File: src/rtl/rv32_macros.svh
`ifndef RV32_MACROS_SVH
`define RV32_MACROS_SVH

// first pc fetched after reset
`define RV32_RESET_VECTOR 32'h0000_0000

// addi x0, x0, 0
`define RV32_INSTR_NOP 32'h0000_0013

// instruction memory depth in 32-bit words
`define RV32_IMEM_WORDS 256

// entries in the fetch queue, must leave room for the fetch register entry
`define RV32_FQ_DEPTH 4

`endif

File: src/rtl/rv32_pkg.sv
package rv32_pkg;

    // major opcodes the static predictor looks at
    typedef enum logic [6:0] {
        op_jal    = 7'b1101111,
        op_branch = 7'b1100011,
        op_other  = 7'b0010011
    } opcode_e;

    // exception cause, numbered as in mcause
    typedef enum logic [3:0] {
        exc_none        = 4'd0,
        exc_instr_fault = 4'd1
    } exc_cause_e;

endpackage

File: src/rtl/rv32_fetch_queue.sv
`include "rv32_macros.svh"

module rv32_fetch_queue #(
    parameter int depth = `RV32_FQ_DEPTH
) (
    input  logic                 clk,
    input  logic                 reset,
    input  logic                 flush,
    input  logic                 take,

    // entry from the fetch register
    input  logic                 valid,
    input  logic                 exception,
    input  rv32_pkg::exc_cause_e exception_cause,
    input  logic                 branch_predicted_taken,
    input  logic [31:0]          pc,
    input  logic [31:0]          instr,

    output logic                 stall,
    output logic                 pcgen_stall,

    // head of the queue
    output logic                 q_valid,
    output logic                 q_exception,
    output logic                 q_predicted_taken,
    output rv32_pkg::exc_cause_e q_cause,
    output logic [31:0]          q_pc,
    output logic [31:0]          q_instr
);
    import rv32_pkg::*;

    localparam int aw = (depth > 1) ? $clog2(depth) : 1;
    localparam int cw = $clog2(depth + 1);

    logic [31:0] mem_pc [depth];
    logic [31:0] mem_instr [depth];
    logic        mem_exception [depth];
    logic        mem_taken [depth];
    exc_cause_e  mem_cause [depth];

    logic [aw-1:0] rd_ptr;
    logic [aw-1:0] wr_ptr;
    logic [cw-1:0] count;

    logic loaded;    // fetch register took a new entry on the last edge
    logic push;
    logic pop;

    assign push = loaded && (valid || exception);
    assign pop  = take && q_valid;

    // one free slot is kept for the entry already in the fetch register
    assign stall       = count >= cw'(depth - 1);
    assign pcgen_stall = stall;

    always_ff @(posedge clk) begin
        if (reset) begin
            loaded <= 1'b0;
            rd_ptr <= '0;
            wr_ptr <= '0;
            count  <= '0;
        end else begin
            loaded <= !stall;
            if (flush) begin    // wrong-path entries are dropped
                rd_ptr <= '0;
                wr_ptr <= '0;
                count  <= '0;
            end else begin
                if (push)
                    wr_ptr <= (wr_ptr == aw'(depth - 1)) ? '0 : wr_ptr + 1'b1;
                if (pop)
                    rd_ptr <= (rd_ptr == aw'(depth - 1)) ? '0 : rd_ptr + 1'b1;
                if (push && !pop)
                    count <= count + 1'b1;
                else if (pop && !push)
                    count <= count - 1'b1;
            end
        end
    end

    always_ff @(posedge clk) begin
        if (push && !flush) begin
            mem_pc[wr_ptr]        <= pc;
            mem_instr[wr_ptr]     <= instr;
            mem_exception[wr_ptr] <= exception;
            mem_taken[wr_ptr]     <= branch_predicted_taken;
            mem_cause[wr_ptr]     <= exception_cause;
        end
    end

    assign q_valid           = count != '0;
    assign q_exception       = q_valid && mem_exception[rd_ptr];
    assign q_predicted_taken = q_valid && mem_taken[rd_ptr];
    assign q_cause           = mem_cause[rd_ptr];
    assign q_pc              = mem_pc[rd_ptr];
    assign q_instr           = mem_instr[rd_ptr];

endmodule

File: config.mk
export PLATFORM = sky130hd
export DESIGN_NAME = rv32_fetch_queue
export DESIGN_NICKNAME = d
export VERILOG_FILES = /design/src/rtl/rv32_pkg.sv /design/src/rtl/rv32_fetch_queue.sv
export VERILOG_INCLUDE_DIRS = /design/src /design/src/rtl
export SDC_FILE = /design/constraint.sdc
export NUM_CORES = 1
export LEC_CHECK = 0
export BUFFER_PORTS_ARGS = -buffer_cell sky130_fd_sc_hd__buf_2
export CORE_ASPECT_RATIO = 0.5
export CORE_MARGIN = 5
export CORE_UTILIZATION = 49
export DETAILED_ROUTE_END_ITERATION = 10
export GPL_TIMING_DRIVEN = 0
export PLACE_DENSITY = 0.7
export RECOVER_POWER = 25
export SYNTH_ARGS = -nofsm -noshare
export SYNTH_HDL_FRONTEND = slang
export SYNTH_SLANG_ARGS = --single-unit
File: constraint.sdc
create_clock -name clk -period 2.5 [get_ports clk]
set_input_delay 0.25 -clock clk [delete_from_list [all_inputs] [get_ports clk]]
set_output_delay 0.25 -clock clk [all_outputs]
set_load 0.05 [all_outputs]
==> flow_summary_export.csv <==
group,metric,value,unit
floorplanning,placement_rows,38,
yosys,mux_contribution_to_synthesized_area,15.2,%
grt,globalRouteTotalUtil,15.8,%
detailed_routing,firstDrtPassIters,4,
sta,final_max_slew_viol_count,0,
critical_path,cp.depth,5,
yosys,yosys.area_share.xor_xnor,0.166,%
floorplanning,die_area,0.0248,mm^2
critical_path,cp-endpoint,"q_predicted_taken",
critical_path,worst-endpoint-arrival,2.10,ns
critical_path,critical_path.most_common_cell,"buf_2",
floorplanning,die_width,218,um
critical_path,worst_path_max_delay_cell,"mux4_2",
yosys,seq_area_frac_synth,81.4,%
detailed_routing,avgRoutedWirePerCell,19.7,um
critical_path,crit_path_max_fanout,10,
pwr,power.leakage,4.37,nW
sta,worst_slew_pin_slew,0.615,ns
cells_and_area,share_of_final_layout_standard_cells_stronger_than_drive_strength_1,33.6,%
floorplanning,core_area,0.0214,mm^2
critical_path,regToRegEndpoint,"count[2]",
cts,cts.sinks,290,
floorplanning,io_pins,148,
placed_design,place_congestion,0.678,
placed_design,dp.cells,871,
yosys,synthesis.area,0.0106,mm^2
cells_and_area,layout.core_utilization,61.5,%
critical_path,worst-r2r-setup-slack,0.28,ns
cells_and_area,layout.cells.most_common_list,"280 x edfxtp_1, 107 x buf_2, 71 x dlygate4sd3_1",
cts,clock_path_buffers,3,
sta,final-setup-viol-count,0,
floorplanning,initial_core_util,49.3,%
critical_path,critical_path.max_stage_delay,0.35,ns
detailed_routing,initialDrtViolationCount,318,
cells_and_area,final_nets,751,
critical_path,crit_buf_inv,3,
grt,grt_util_met2,27.6,%
critical_path,critical_path.reg2reg.startpoint,"count[0]",
detailed_routing,residual_drc_count,0,
pwr,vdd_ir_drop_max,0.000517,V
yosys,synth.avg_cell_area,25.2,um^2
yosys,yosys_warnings,0,
yosys,cell_count_after_synthesis,420,
critical_path,timing_worst_setup_path_type,"reg -> out",
status,run_status,"finished clean",
yosys,postSynthRegisterBits,290,
grt,gr-total-overflow,0,
sta,number_of_endpoints_with_negative_hold_slack_in_the_final_report,0,
detailed_routing,drt-total-wl,19.4,mm
critical_path,critPathTopFamily,"buffers and inverters",
grt,grtUsageMet3,2.68,%
critical_path,setup.worst_path.start_class,"flip-flop",
detailed_routing,ant_nets,0,
yosys,ys_types,21,
sta,fmax,426,MHz
yosys,net_count_after_synthesis,502,
grt,grt_first_pass_wirelength,30.4,mm
cts,cts_buffers,25,
yosys,post_synth_and_or_nand_nor_area_fraction,0.934,%
floorplanning,die_span_y,114,um
critical_path,worstPathCellList,"buf_2 -> buf_2 -> mux4_2 -> and2_1 -> buf_2",
cells_and_area,filler_cell_count,1545,
grt,globalRoute.busiestLayer,"met2",
detailed_routing,detailroute.via_count,4987,
placed_design,hpwlAfterDp,11.5,mm
grt,grt_start_max_net_pins,53,
yosys,yosys.area_share.adder,0.899,%
cts,tritoncts,"yes",
flow_run,maxCapViolCount,0,
cells_and_area,final_cell_count_no_fill,984,
cts,clkLatencyLatePin,0.51,ns
cells_and_area,area_growth,24.7,%
cells_and_area,mostFrequentLayoutCell,"edfxtp_1",
grt,antenna_found_initial,0,
grt,first_global_vias,5460,
critical_path,endpoint_kind,"output pin",
worst_hold_path,hold_path_class,"in -> reg",
cts,worst_setup_hold_path_clk_slew,0.07,ns
sta,clock_skew,0.0134,ns
critical_path,worst_endpoint_required_time,2.25,ns
placed_design,numPortBuffers,147,
sta,relSlewSlack,58.6,%
cells_and_area,number_of_antenna_diodes,0,
critical_path,ff2ff_path_depth,7,
pwr,cellPowerDensity,739,mW/mm^2
sta,period_minus_ws_final,2.35,ns
grt,met1_demand_to_capacity_share_in_global_routing,21.7,%
yosys,synth_top_family_by_area,"multiplexers",
sta,layout_worst_path_cycle_share,94.0,%
cts,clock-root-buffer,"clkbuf_16",
detailed_routing,vias_per_cell,5.07,
cts,cts.htree.levels,1,
yosys,post_synthesis_compound_gate_area_fraction,0.379,%
==> final cells by class <==
class	count	area (um^2)	share of cell area, %
Buffer	18	116	0.883
Inverter	4	15.0	0.114
Timing Repair Buffer	222	1500	11.4
Sequential cell	290	8610	65.3
Tap cell	300	375	2.85
Multi-Input combinational cell	108	1870	14.2
Clock inverter	8	35.0	0.266
Clock buffer	34	659	5.00
==> Yosys cell counts, drive strengths merged <==
cell type	instances	share of area (%)
edfxtp	280	79
o21ai	2	0.095
ha	6	0.71
xor2	2	0.17
mux2i	3	0.28
or2	1	0.059
dfxtp	10	1.9
fa	1	0.19
o31ai	1	0.071
a21o	1	0.071
a21oi	3	0.14
clkbuf	7	0.25
nor2	6	0.21
mux4	70	15
or3	4	0.24
buf	11	0.66
inv	4	0.14
nand2	2	0.071
and2	6	0.35
==> through the flow <==
step           worst slack [ns]  cell area (um^2)  hold slack (ns)  total power [W]  setup TNS, ns
2_1_floorplan             0.404             10600            0.322          0.00612              0
3_3_place_gp             -0.448             11700            0.418          0.00635        -121.67
3_5_place_dp             0.0872             11800            0.429          0.00638              0
4_1_cts                 0.00291             13200            0.206          0.00986              0
5_1_grt              -0.0000107             13200            0.160           0.0101     -0.0000107
6_report                  0.150             13200            0.158          0.00975              0
==> how the worst min path moves through the flow <==
stage,start,to,slack [ns],depth (start not counted)
finish,take,flip-flop,0.16,4
global placement,reset,loaded,0.42,2
detailed placement,reset,loaded,0.43,2
global route,take,rd_ptr[0],0.16,4
floorplan,reset,loaded,0.32,1
CTS,take,flip-flop,0.21,4
==> power by group <==
part,internal [W],leakage [nW],switching (W)
Combinational,0.000325,1.42,0.000581
Clock,0.00184,0.341,0.00156
Sequential,0.00542,2.62,0.0000246
Total,0.00758,4.37,0.00217
==> kinds of logic (layout without fill, tap and decap cells) <==
logic type | count (synthesis) | count (layout)
and+or+nand+nor | 19 | 19
DFF | 290 | 290
xor gates and xnor gates | 2 | 2
AOI/OAI and AO/OA | 7 | 7
muxes | 73 | 73
buffers and inverters | 22 | 286
adders and majority gates | 7 | 7
==> layer usage <==
| metal | part of all wire (%) | wire [um] |
|---|---|---|
| met5 | 0 | 0 |
| met4 | 1.1 | 204 |
| met2 | 52 | 10100 |
| met1 | 43 | 8430 |
| met3 | 3.8 | 731 |
==> tightest hold or removal path, cell delays in order <==
cell and delay, ns:
buf_2 0.09, o31ai_2 0.10, nand2_1 0.09, a21oi_1 0.08
==> what timing repair did <==
| item | CTS | global route |
|---|---|---|
| cloned | 0 | 0 |
| hold buffers | 71 | 0 |
| setup endpoints to repair | 35 | 35 |
| resized for setup | 5 | 8 |
| buffers inserted | 0 | 0 |
| endpoints found under the hold margin | 281 | 0 |
==> flip-flops by register name, indices dropped and copies added, names as in the netlist, named ones only <==
register,flops
mem_taken,4
loaded,1
mem_cause,16
count,3
rd_ptr,2
wr_ptr,2
mem_pc,128
mem_instr,128
mem_exception,4
(Power assumes the default switching activity.)
