$ cat src/rtl/rv32_macros.svh
`ifndef RV32_MACROS_SVH
`define RV32_MACROS_SVH

// first pc fetched after reset
`define RV32_RESET_VECTOR 32'h0000_0000

// addi x0, x0, 0
`define RV32_INSTR_NOP 32'h0000_0013

// instruction memory depth in 32-bit words
`define RV32_IMEM_WORDS 256

// entries in the fetch queue, must leave room for the fetch register entry
`define RV32_FQ_DEPTH 4

`endif

$ cat src/rtl/rv32_pkg.sv
package rv32_pkg;

    // major opcodes the static predictor looks at
    typedef enum logic [6:0] {
        op_jal    = 7'b1101111,
        op_branch = 7'b1100011,
        op_other  = 7'b0010011
    } opcode_e;

    // exception cause, numbered as in mcause
    typedef enum logic [3:0] {
        exc_none        = 4'd0,
        exc_instr_fault = 4'd1
    } exc_cause_e;

endpackage

$ cat src/rtl/rv32_fetch.sv
`include "rv32_macros.svh"

module rv32_fetch (
    input  logic                 clk,
    input  logic                 reset,

    // stall levels from the queue
    input  logic                 pcgen_stall,
    input  logic                 stall,
    input  logic                 flush,

    // redirects from the back end
    input  logic                 trap,
    input  logic                 branch_mispredicted,
    input  logic [31:0]          trap_pc,
    input  logic [31:0]          branch_pc,

    // fetch bus
    input  logic                 instr_fault,
    input  logic [31:0]          instr_read_value,
    output logic                 instr_read,
    output logic [31:0]          instr_address,

    // registered fetch entry
    output logic                 valid,
    output logic                 exception,
    output rv32_pkg::exc_cause_e exception_cause,
    output logic                 branch_predicted_taken,
    output logic [31:0]          pc,
    output logic [31:0]          instr
);
    import rv32_pkg::*;

    logic [31:0] fetch_pc;
    logic [31:0] next_pc;

    logic        redirect_pending;    // redirect seen while pcgen_stall was high
    logic [31:0] redirect_pc;

    logic        sign;
    logic [31:0] imm_j;
    logic [31:0] imm_b;
    opcode_e     opcode;

    logic        predict_taken;
    logic [31:0] pc_offset;
    logic        kill;

    assign instr_read    = 1'b1;    // memory is always read, no latency
    assign instr_address = fetch_pc;

    assign sign   = instr_read_value[31];
    assign opcode = opcode_e'(instr_read_value[6:0]);

    assign imm_j = {{12{sign}}, instr_read_value[19:12], instr_read_value[20],
                    instr_read_value[30:21], 1'b0};
    assign imm_b = {{20{sign}}, instr_read_value[7], instr_read_value[30:25],
                    instr_read_value[11:8], 1'b0};

    // static prediction: jal always, conditional branch only when backward
    always_comb begin
        predict_taken = 1'b0;
        pc_offset     = 32'd4;
        case (opcode)
            op_jal: begin
                predict_taken = 1'b1;
                pc_offset     = imm_j;
            end
            op_branch: begin
                if (sign) begin
                    predict_taken = 1'b1;
                    pc_offset     = imm_b;
                end
            end
            default: ;
        endcase
    end

    always_comb begin
        if (redirect_pending)
            next_pc = redirect_pc;
        else if (trap)
            next_pc = trap_pc;    // trap wins over a misprediction
        else if (branch_mispredicted)
            next_pc = branch_pc;
        else
            next_pc = fetch_pc + pc_offset;
    end

    always_ff @(posedge clk) begin
        if (reset) begin
            fetch_pc         <= `RV32_RESET_VECTOR;
            redirect_pending <= 1'b0;
        end else if (pcgen_stall) begin
            if (trap || branch_mispredicted)
                redirect_pending <= 1'b1;
        end else begin
            redirect_pending <= 1'b0;
            fetch_pc         <= next_pc;
        end
    end

    // only the first redirect of a stalled stretch is kept
    always_ff @(posedge clk) begin
        if (pcgen_stall && !redirect_pending && (trap || branch_mispredicted))
            redirect_pc <= trap ? trap_pc : branch_pc;
    end

    // wrong-path entry, either flushed or fetched before the latched redirect
    assign kill = flush || (!stall && redirect_pending);

    always_ff @(posedge clk) begin
        if (reset) begin
            valid                  <= 1'b0;
            exception              <= 1'b0;
            branch_predicted_taken <= 1'b0;
        end else if (kill) begin
            valid                  <= 1'b0;
            exception              <= 1'b0;
            branch_predicted_taken <= 1'b0;
        end else if (!stall) begin
            valid                  <= !instr_fault;
            exception              <= instr_fault;
            branch_predicted_taken <= predict_taken && !instr_fault;
        end
    end

    always_ff @(posedge clk) begin
        if (kill) begin
            pc              <= '0;
            instr           <= `RV32_INSTR_NOP;
            exception_cause <= exc_none;
        end else if (!stall) begin
            pc              <= fetch_pc;
            instr           <= instr_fault ? `RV32_INSTR_NOP : instr_read_value;
            exception_cause <= instr_fault ? exc_instr_fault : exc_none;
        end
    end

endmodule

$ cat config.mk
export PLATFORM = sky130hd
export DESIGN_NAME = rv32_fetch
export DESIGN_NICKNAME = d
export VERILOG_FILES = /design/src/rtl/rv32_pkg.sv /design/src/rtl/rv32_fetch.sv
export VERILOG_INCLUDE_DIRS = /design/src /design/src/rtl
export SDC_FILE = /design/constraint.sdc
export NUM_CORES = 1
export LEC_CHECK = 0
export ABC_CLOCK_PERIOD_IN_PS = 10170
export BUFFER_PORTS_ARGS = -buffer_cell sky130_fd_sc_hd__buf_2
export CAP_MARGIN = 20
export CORE_MARGIN = 2
export CORE_UTILIZATION = 56
export DETAILED_ROUTE_END_ITERATION = 16
export GPL_TIMING_DRIVEN = 0
export HOLD_SLACK_MARGIN = 0.12
export PLACE_DENSITY = 0.85
export SYNTH_ARGS = -nofsm -noshare
export SYNTH_HDL_FRONTEND = slang
export SYNTH_SLANG_ARGS = --single-unit
$ cat constraint.sdc
create_clock -name clk -period 10.17 [get_ports clk]
set_input_delay 2.034 -clock clk [delete_from_list [all_inputs] [get_ports clk]]
set_output_delay 2.034 -clock clk [all_outputs]
set_load 0.02 [all_outputs]
==> results of run 1 <==
-- flip-flops by register name, indices dropped and copies added (netlist names) --
| register | cells |
|---|---|
| instr | 32 |
| redirect_pc | 32 |
| redirect_pending | 1 |
| exception_cause | 1 |
| pc | 32 |
| instr_address | 32 |
| branch_predicted_taken | 1 |
| exception | 1 |
| valid | 1 |
-- through the flow --
stage | total power [mW] | util [%]
CTS | 1.403 | 70.53
detailed placement | 0.8436 | 66.39
floorplan | 0.7489 | -
finish | 1.410 | 70.53
global placement | 0.8365 | 66.09
global route | 1.456 | 70.53
-- layout make-up --
type,count,area [um^2]
timing repair buffer,203,1035
clock buffer,18,429.2
tap,176,220.2
inverter,23,86.33
multi-input combinational,616,4104
clock inverter,14,112.6
fill,1012,3856
buffer,65,259.0
sequential,133,2983
-- power breakdown --
| group | internal (mW) | switching (mW) | total (mW) | leakage (nW) |
|---|---|---|---|---|
| Sequential | 0.573 | 0.0233 | 0.597 | 1.13 |
| Combinational | 0.0901 | 0.154 | 0.244 | 2.86 |
| Clock | 0.333 | 0.237 | 0.569 | 0.269 |
-- logic make-up after synthesis --
kind of cell | Yosys count | share of synthesized area, %
compound gates | 236 | 22.36
xor+xnor | 18 | 2.125
fa+ha+maj | 20 | 3.474
buf+inv | 88 | 4.654
flops | 133 | 40.20
mux | 78 | 11.03
other cells | 2 | 0.1012
simple gates | 260 | 16.05
-- critical path: cells and delay by family --
family / cells / cell delay (ps)
simple gates: 3 / 880
mux: 2 / 470
fa+ha+maj: 1 / 330
compound gates: 7 / 1990
buf+inv: 2 / 490
-- cells in the final DEF (no fill, tap or decap), types with 6 or more instances in the layout --
| cell type | count |
|---|---|
| dfxtp_1 | 101 |
| xnor2_1 | 12 |
| a21o_1 | 21 |
| o21ai_0 | 37 |
| nand2_1 | 53 |
| o22ai_1 | 13 |
| a221oi_1 | 12 |
| edfxtp_1 | 32 |
| a211oi_1 | 10 |
| mux2i_1 | 51 |
| o211ai_1 | 9 |
| a22oi_1 | 34 |
| and2_1 | 10 |
| clkbuf_16 | 17 |
| nor2_1 | 119 |
| nor3_1 | 20 |
| clkbuf_1 | 49 |
| ha_1 | 19 |
| clkinv_2 | 7 |
| xor2_1 | 6 |
| buf_1 | 13 |
| or3_1 | 6 |
| inv_1 | 22 |
| and3_1 | 6 |
| nand3_1 | 11 |
| mux2_2 | 26 |
| a21oi_1 | 45 |
| buf_2 | 200 |
-- per-layer routing --
| layer | vias to the layer above | GRT usage, % |
|---|---|---|
| met4 | 0 | 15.33 |
| li1 | 3515 | - |
| met2 | 584 | 53.52 |
| met5 | - | 0 |
| met1 | 3585 | 44.87 |
| met3 | 76 | 6.753 |
-- how the worst min path moves through the flow --
stage | from | end | slack [ps] | cells past startpoint
floorplan | redirect_pc[10] | instr_address[10] | 470 | 2
global placement | instr[4] | instr[4] | 460 | 2
detailed placement | instr[1] | instr[1] | 470 | 2
CTS | instr[1] | instr[1] | 480 | 2
global route | instr[4] | instr[4] | 500 | 2
finish | instr[1] | instr[1] | 480 | 2
==> results.cfg, run 1 <==
[route]
wl_per_cell_um = 19.64
ant_nets = 0
dr_wl_met2_um = 11160
vias = 7760
wl_met3_um = 2835
top_layer_used = met4
drtIter0Drc = 1011
drc = 0
via_per_inst = 6.218
met1Wirelength_um = 9693
dr.pass1.iters = 6
routed_wl_um = 24510

[synthesis]
yosysWarnings = 0
synth_edf_count = 32
synth.largest_area_cell = dfxtp_1
syn_avg_cell_area_um2 = 8.886
yosysMostFrequentCell = nor2_1
ys_types = 71
syn_area_um2 = 7420
synthArstFlopShare_pct = 0
netlist.area_leader.share_pct = 27.25
synth_seq_cells = 133
synth_area_leaders = dfxtp_1, edfxtp_1, mux2i_1
ys_top_cells_by_count = nor2_1, dfxtp_1, nand2_1
synth-seq-area-share_pct = 40.20
synth_cells = 835
ys.flop_type = dfxtp_1

[timing]
tightest_slew_ps = 977.9
period_needed_ps = 5876
final-setup-viol-count = 0
fin_ws_ps = 4294
hold_ws_ps = 477.6
maxSlewViolCount = 0
rsz0062_at_grt = false
fmax_mhz = 170.2
fin_tns_setup_ps = 0
maxSlewHeadroom_pct = 34.81
finalCritPeriodShare_pct = 57.78
fin_worst_skew_ps = 7.300
final-hold-violation-count = 0

[place]
place.gp.congestion = 0.9461
numPortBuffers = 200
dpl.hpwl_um = 18460
dpl.cell_count = 1216
placed_area_um2 = 8687
pre_cts_slack_ps = 4034

[critical_path]
critPathMaxStageDelay_ps = 640
cp_data_required_time_ps = 10490
end_kind = flip-flop
ff2ff_path_depth = 10
slowest_stage = o41ai_4
crit_chain = buf_2, and4b_1, nand2_1, nor3_1, clkbuf_1, a22o_1, ha_1, a21o_1, a21oi_1, a21o_1, a21oi_1, o41ai_4, mux2i_1, mux2i_1, a211o_1
cp-startpoint = instr_read_value[4]
endpoint = instr_address[24]
arrival_ps = 6190
r2r_slack_ps = 6810
reg2reg_to = instr_address[25]
crit_fanout = 10
path_class = input pin to flip-flop
reg2reg_from = instr_address[1]
critical_path.startpoint_type = input pin

[clock_tree]
clockBufferDepth = 2
htreeDepth = 4
cts_tree = built
post_cts.repair.setup_buffers = 0
clk_latency_ps = 430
numCtsBuffers = 17
root_buffer = clkbuf_16
post_cts_hold_buffer_count = 0
cts-resized-gates = 0
cts.sinks = 133
clk_pin_slew_worst_paths_ps = 60

[global_route]
grt_pass1_wl_um = 37070
antenna_found_initial = 0
grt_pass1_vias = 6977
grt_max_degree = 17
grt_use_total_pct = 33.87
overflow = 0

[worst_hold_path]
hold_path_class = flip-flop to flip-flop

[finish]
drive_gt1_share_pct = 25.93
final_area_um2 = 9229
final_cells = 1248
syn_to_final_growth_pct = 24.38
antenna_cells = 0
finalNetCount = 1183

[power_and_ir_drop]
leakage_nw = 4.256
peakVddDrop_v = 0.0001027
power_density_nw_per_um2 = 152.8

[floorplanning]
rows = 42
die_x_um = 119.1
io_pins = 208
coreArea_um2 = 13090
start_util_pct = 56.70
dieArea_um2 = 14190
die_h_um = 119.1

[job]
maxCapViolCount = 0

[outcome]
outcome = finished clean
No activity file was read; power rests on OpenSTA's default activity.
==> inputs of run 2 (changes only) <==
--- a/config.mk
+++ b/config.mk
@@ -6,15 +6,16 @@
 export SDC_FILE = /design/constraint.sdc
 export NUM_CORES = 1
 export LEC_CHECK = 0
-export ABC_CLOCK_PERIOD_IN_PS = 10170
+export ABC_AREA = 1
+export ABC_CLOCK_PERIOD_IN_PS = 5900
 export BUFFER_PORTS_ARGS = -buffer_cell sky130_fd_sc_hd__buf_2
 export CAP_MARGIN = 20
 export CORE_MARGIN = 2
-export CORE_UTILIZATION = 56
+export CORE_UTILIZATION = 53
 export DETAILED_ROUTE_END_ITERATION = 16
 export GPL_TIMING_DRIVEN = 0
 export HOLD_SLACK_MARGIN = 0.12
-export PLACE_DENSITY = 0.85
+export PLACE_DENSITY = 0.81
 export SYNTH_ARGS = -nofsm -noshare
 export SYNTH_HDL_FRONTEND = slang
 export SYNTH_SLANG_ARGS = --single-unit
==> constraint.sdc (replaced) <==
create_clock -name clk -period 5.9 [get_ports clk]
set_input_delay 1.18 -clock clk [delete_from_list [all_inputs] [get_ports clk]]
set_output_delay 1.18 -clock clk [all_outputs]
set_load 0.02 [all_outputs]
==> run 2 against run 1 <==
Flip-flop and latch count stayed put; routed wire length rose by 0.89%; register-to-register slack got worse by 3900 ps; non-clock buffer count down 2; die area grew 8.4%; largest power group unchanged.
==> results.cfg, run 2 <==
[outcome]
outcome = finished clean

[finish]
finalNetCount = 1470
regArea_um2 = 2983
layout_commonest_cell = nand2_1
drive_gt1_share_pct = 19.65
multi_input_area_um2 = 4078
syn_to_final_growth_pct = 24.08
final_area_um2 = 9472
num-fill-cells = 1269
layout_common_cells = nand2_1, buf_2, a21oi_1
final_cells = 1539
antenna_cells = 0

[clock_tree]
post_cts.repair.setup_buffers = 0
cts.sinks = 133
post_cts_hold_buffer_count = 0
clk_pin_slew_worst_paths_ps = 60
htreeDepth = 4
clockBufferDepth = 2
root_buffer = clkbuf_16
cts_tree = built
clk_latency_ps = 430
cts-resized-gates = 0
numCtsBuffers = 17

[global_route]
grt_use_total_pct = 31.99
grtUsageMet1_pct = 43.19
antenna_found_initial = 0
met2_usage_pct = 50.96
grt_pass1_wl_um = 37920
overflow = 0
grt_max_degree = 17
top_usage_layer = met2
grt_pass1_vias = 7566
use_met3_pct = 5.998

[timing]
final-setup-viol-count = 0
fin_worst_skew_ps = 5.565
maxSlewHeadroom_pct = 44.95
maxSlewViolCount = 0
finalCritPeriodShare_pct = 74.02
fin_tns_setup_ps = 0
final-hold-violation-count = 0
tightest_slew_ps = 821.3
fmax_mhz = 229.0
period_needed_ps = 4367
rsz0062_at_grt = false

[floorplanning]
die_x_um = 124.0
die_h_um = 124.0
start_util_pct = 54.57
dieArea_um2 = 15380
coreArea_um2 = 13990
rows = 43
io_pins = 208

[route]
ant_nets = 0
wl_per_cell_um = 16.07
vias = 8645
routed_wl_um = 24730
drc = 0
via_per_inst = 5.617
dr.pass1.iters = 7
drtIter0Drc = 797

[place]
numPortBuffers = 201
dpl.cell_count = 1507
place.gp.congestion = 0.9272
dpl.hpwl_um = 19000
placed_area_um2 = 8904

[synthesis]
synth_edf_count = 32
synth_compound_area_share_pct = 18.08
synthSimpleGateAreaFrac_pct = 29.41
synth.largest_area_cell = dfxtp_1
ys.flop_type = dfxtp_1
ys_top_cells_by_count = nand2_1, a21oi_1, o21ai_0
yosysMostFrequentCell = nand2_1
synth_fa_ha_area_share_pct = 3.376
synth_top_family_by_area = simple AND/OR/NAND/NOR gates
syn_area_um2 = 7634
ys_types = 36
synthArstFlopShare_pct = 0
synth_seq_cells = 133
synth_cells = 1122
yosysWarnings = 0
syn_avg_cell_area_um2 = 6.804
netlist.area_leader.share_pct = 26.49
synth-seq-area-share_pct = 39.08
synth_area_leaders = dfxtp_1, nand2_1, edfxtp_1
synth_xor_area_share_pct = 2.295
synthMuxAreaShare_pct = 0

[critical_path]
cp-startpoint = instr_read_value[1]
r2r_slack_ps = 2950
cp_data_required_time_ps = 6220
path_class = input pin to flip-flop
arrival_ps = 4690
crit_fanout = 10
reg2reg_to = instr_address[25]
ff2ff_path_depth = 18
end_kind = flip-flop
critical_path.startpoint_type = input pin
endpoint = instr_address[25]
reg2reg_from = instr_address[1]

[power_and_ir_drop]
peakVddDrop_v = 0.0002139
leakage_nw = 4.686
power_density_nw_per_um2 = 259.9

[worst_hold_path]
hp-start = pc[7]
hold_path_class = flip-flop to flip-flop

[job]
maxCapViolCount = 0
==> run 2: final cells by class <==
type | instances | share of cell area (%)
plain buffers | 63 | 2.853
well taps | 180 | 2.378
clock inverters | 11 | 1.136
clock buffers | 21 | 4.861
repair buffers | 203 | 10.90
inverters | 84 | 3.329
flip-flops and latches | 133 | 31.49
multi-input cells | 844 | 43.05
==> run 2: routing by layer <==
layer  vias up  wire, um  part of all wire [%]
met4         0       583                   2.4
met2       498     11020                    45
met5         -         0                     0
li1       4151         -                     -
met1      3952     10640                    43
met3        44      2483                    10
==> run 2: worst min path at each step <==
stage | slack, ps | cells past startpoint | endpoint
after floorplan | 450 | 2 | instr_address[13]
after global placement | 440 | 2 | pc[7]
after detailed placement | 450 | 2 | pc[7]
after CTS | 450 | 2 | pc[7]
after global routing | 480 | 2 | instr[5]
final | 460 | 2 | pc[7]
==> run 2: logic make-up (layout without fill, tap and decap cells) <==
logic type | count (synthesis) | count (layout)
adder cells (fa/ha/maj) | 20 | 20
other | 2 | 4
AND/OR/NAND/NOR | 536 | 536
buffers and inverters | 147 | 382
flip-flops | 133 | 133
XOR/XNOR | 20 | 20
AO/OA/AOI/OAI | 264 | 264
==> run 2: report_power, final <==
part           internal, mW  leakage [nW]  switching (mW)
Combinational         0.134          3.27           0.273
Clock                 0.637         0.286           0.389
Sequential            0.988          1.13          0.0411
==> run 2: stage by stage <==
stage               hold slack (ps)  util [%]  worst slack (ps)  total power [mW]
floorplan                     448.2         -              1505             1.282
global placement              440.7     63.43             247.3             1.433
detailed placement            447.0     63.65              1197             1.441
CTS                           454.8     67.71              1637             2.453
global route                  482.7     67.71              1278             2.544
finish                        456.9     67.71              1533             2.462
==> run 2: critical path, cell delays in order <==
cell      delay (ps)
buf_2            110
nand2_1          100
nor2_1           210
nand3_2          140
buf_6            170
clkbuf_1         200
o21ai_0          420
ha_1             380
nand2_1          100
nand3_1          130
nand2_1           90
nand2_1          100
a21oi_1          310
o21ai_0          230
nand2_1          100
nand2_1          110
nand2_1          100
nand2_1           50
nand2_1           70
nand3_1          110
nand2_1          100
nand2_1           50
nand2_1           80
nand2_1           50
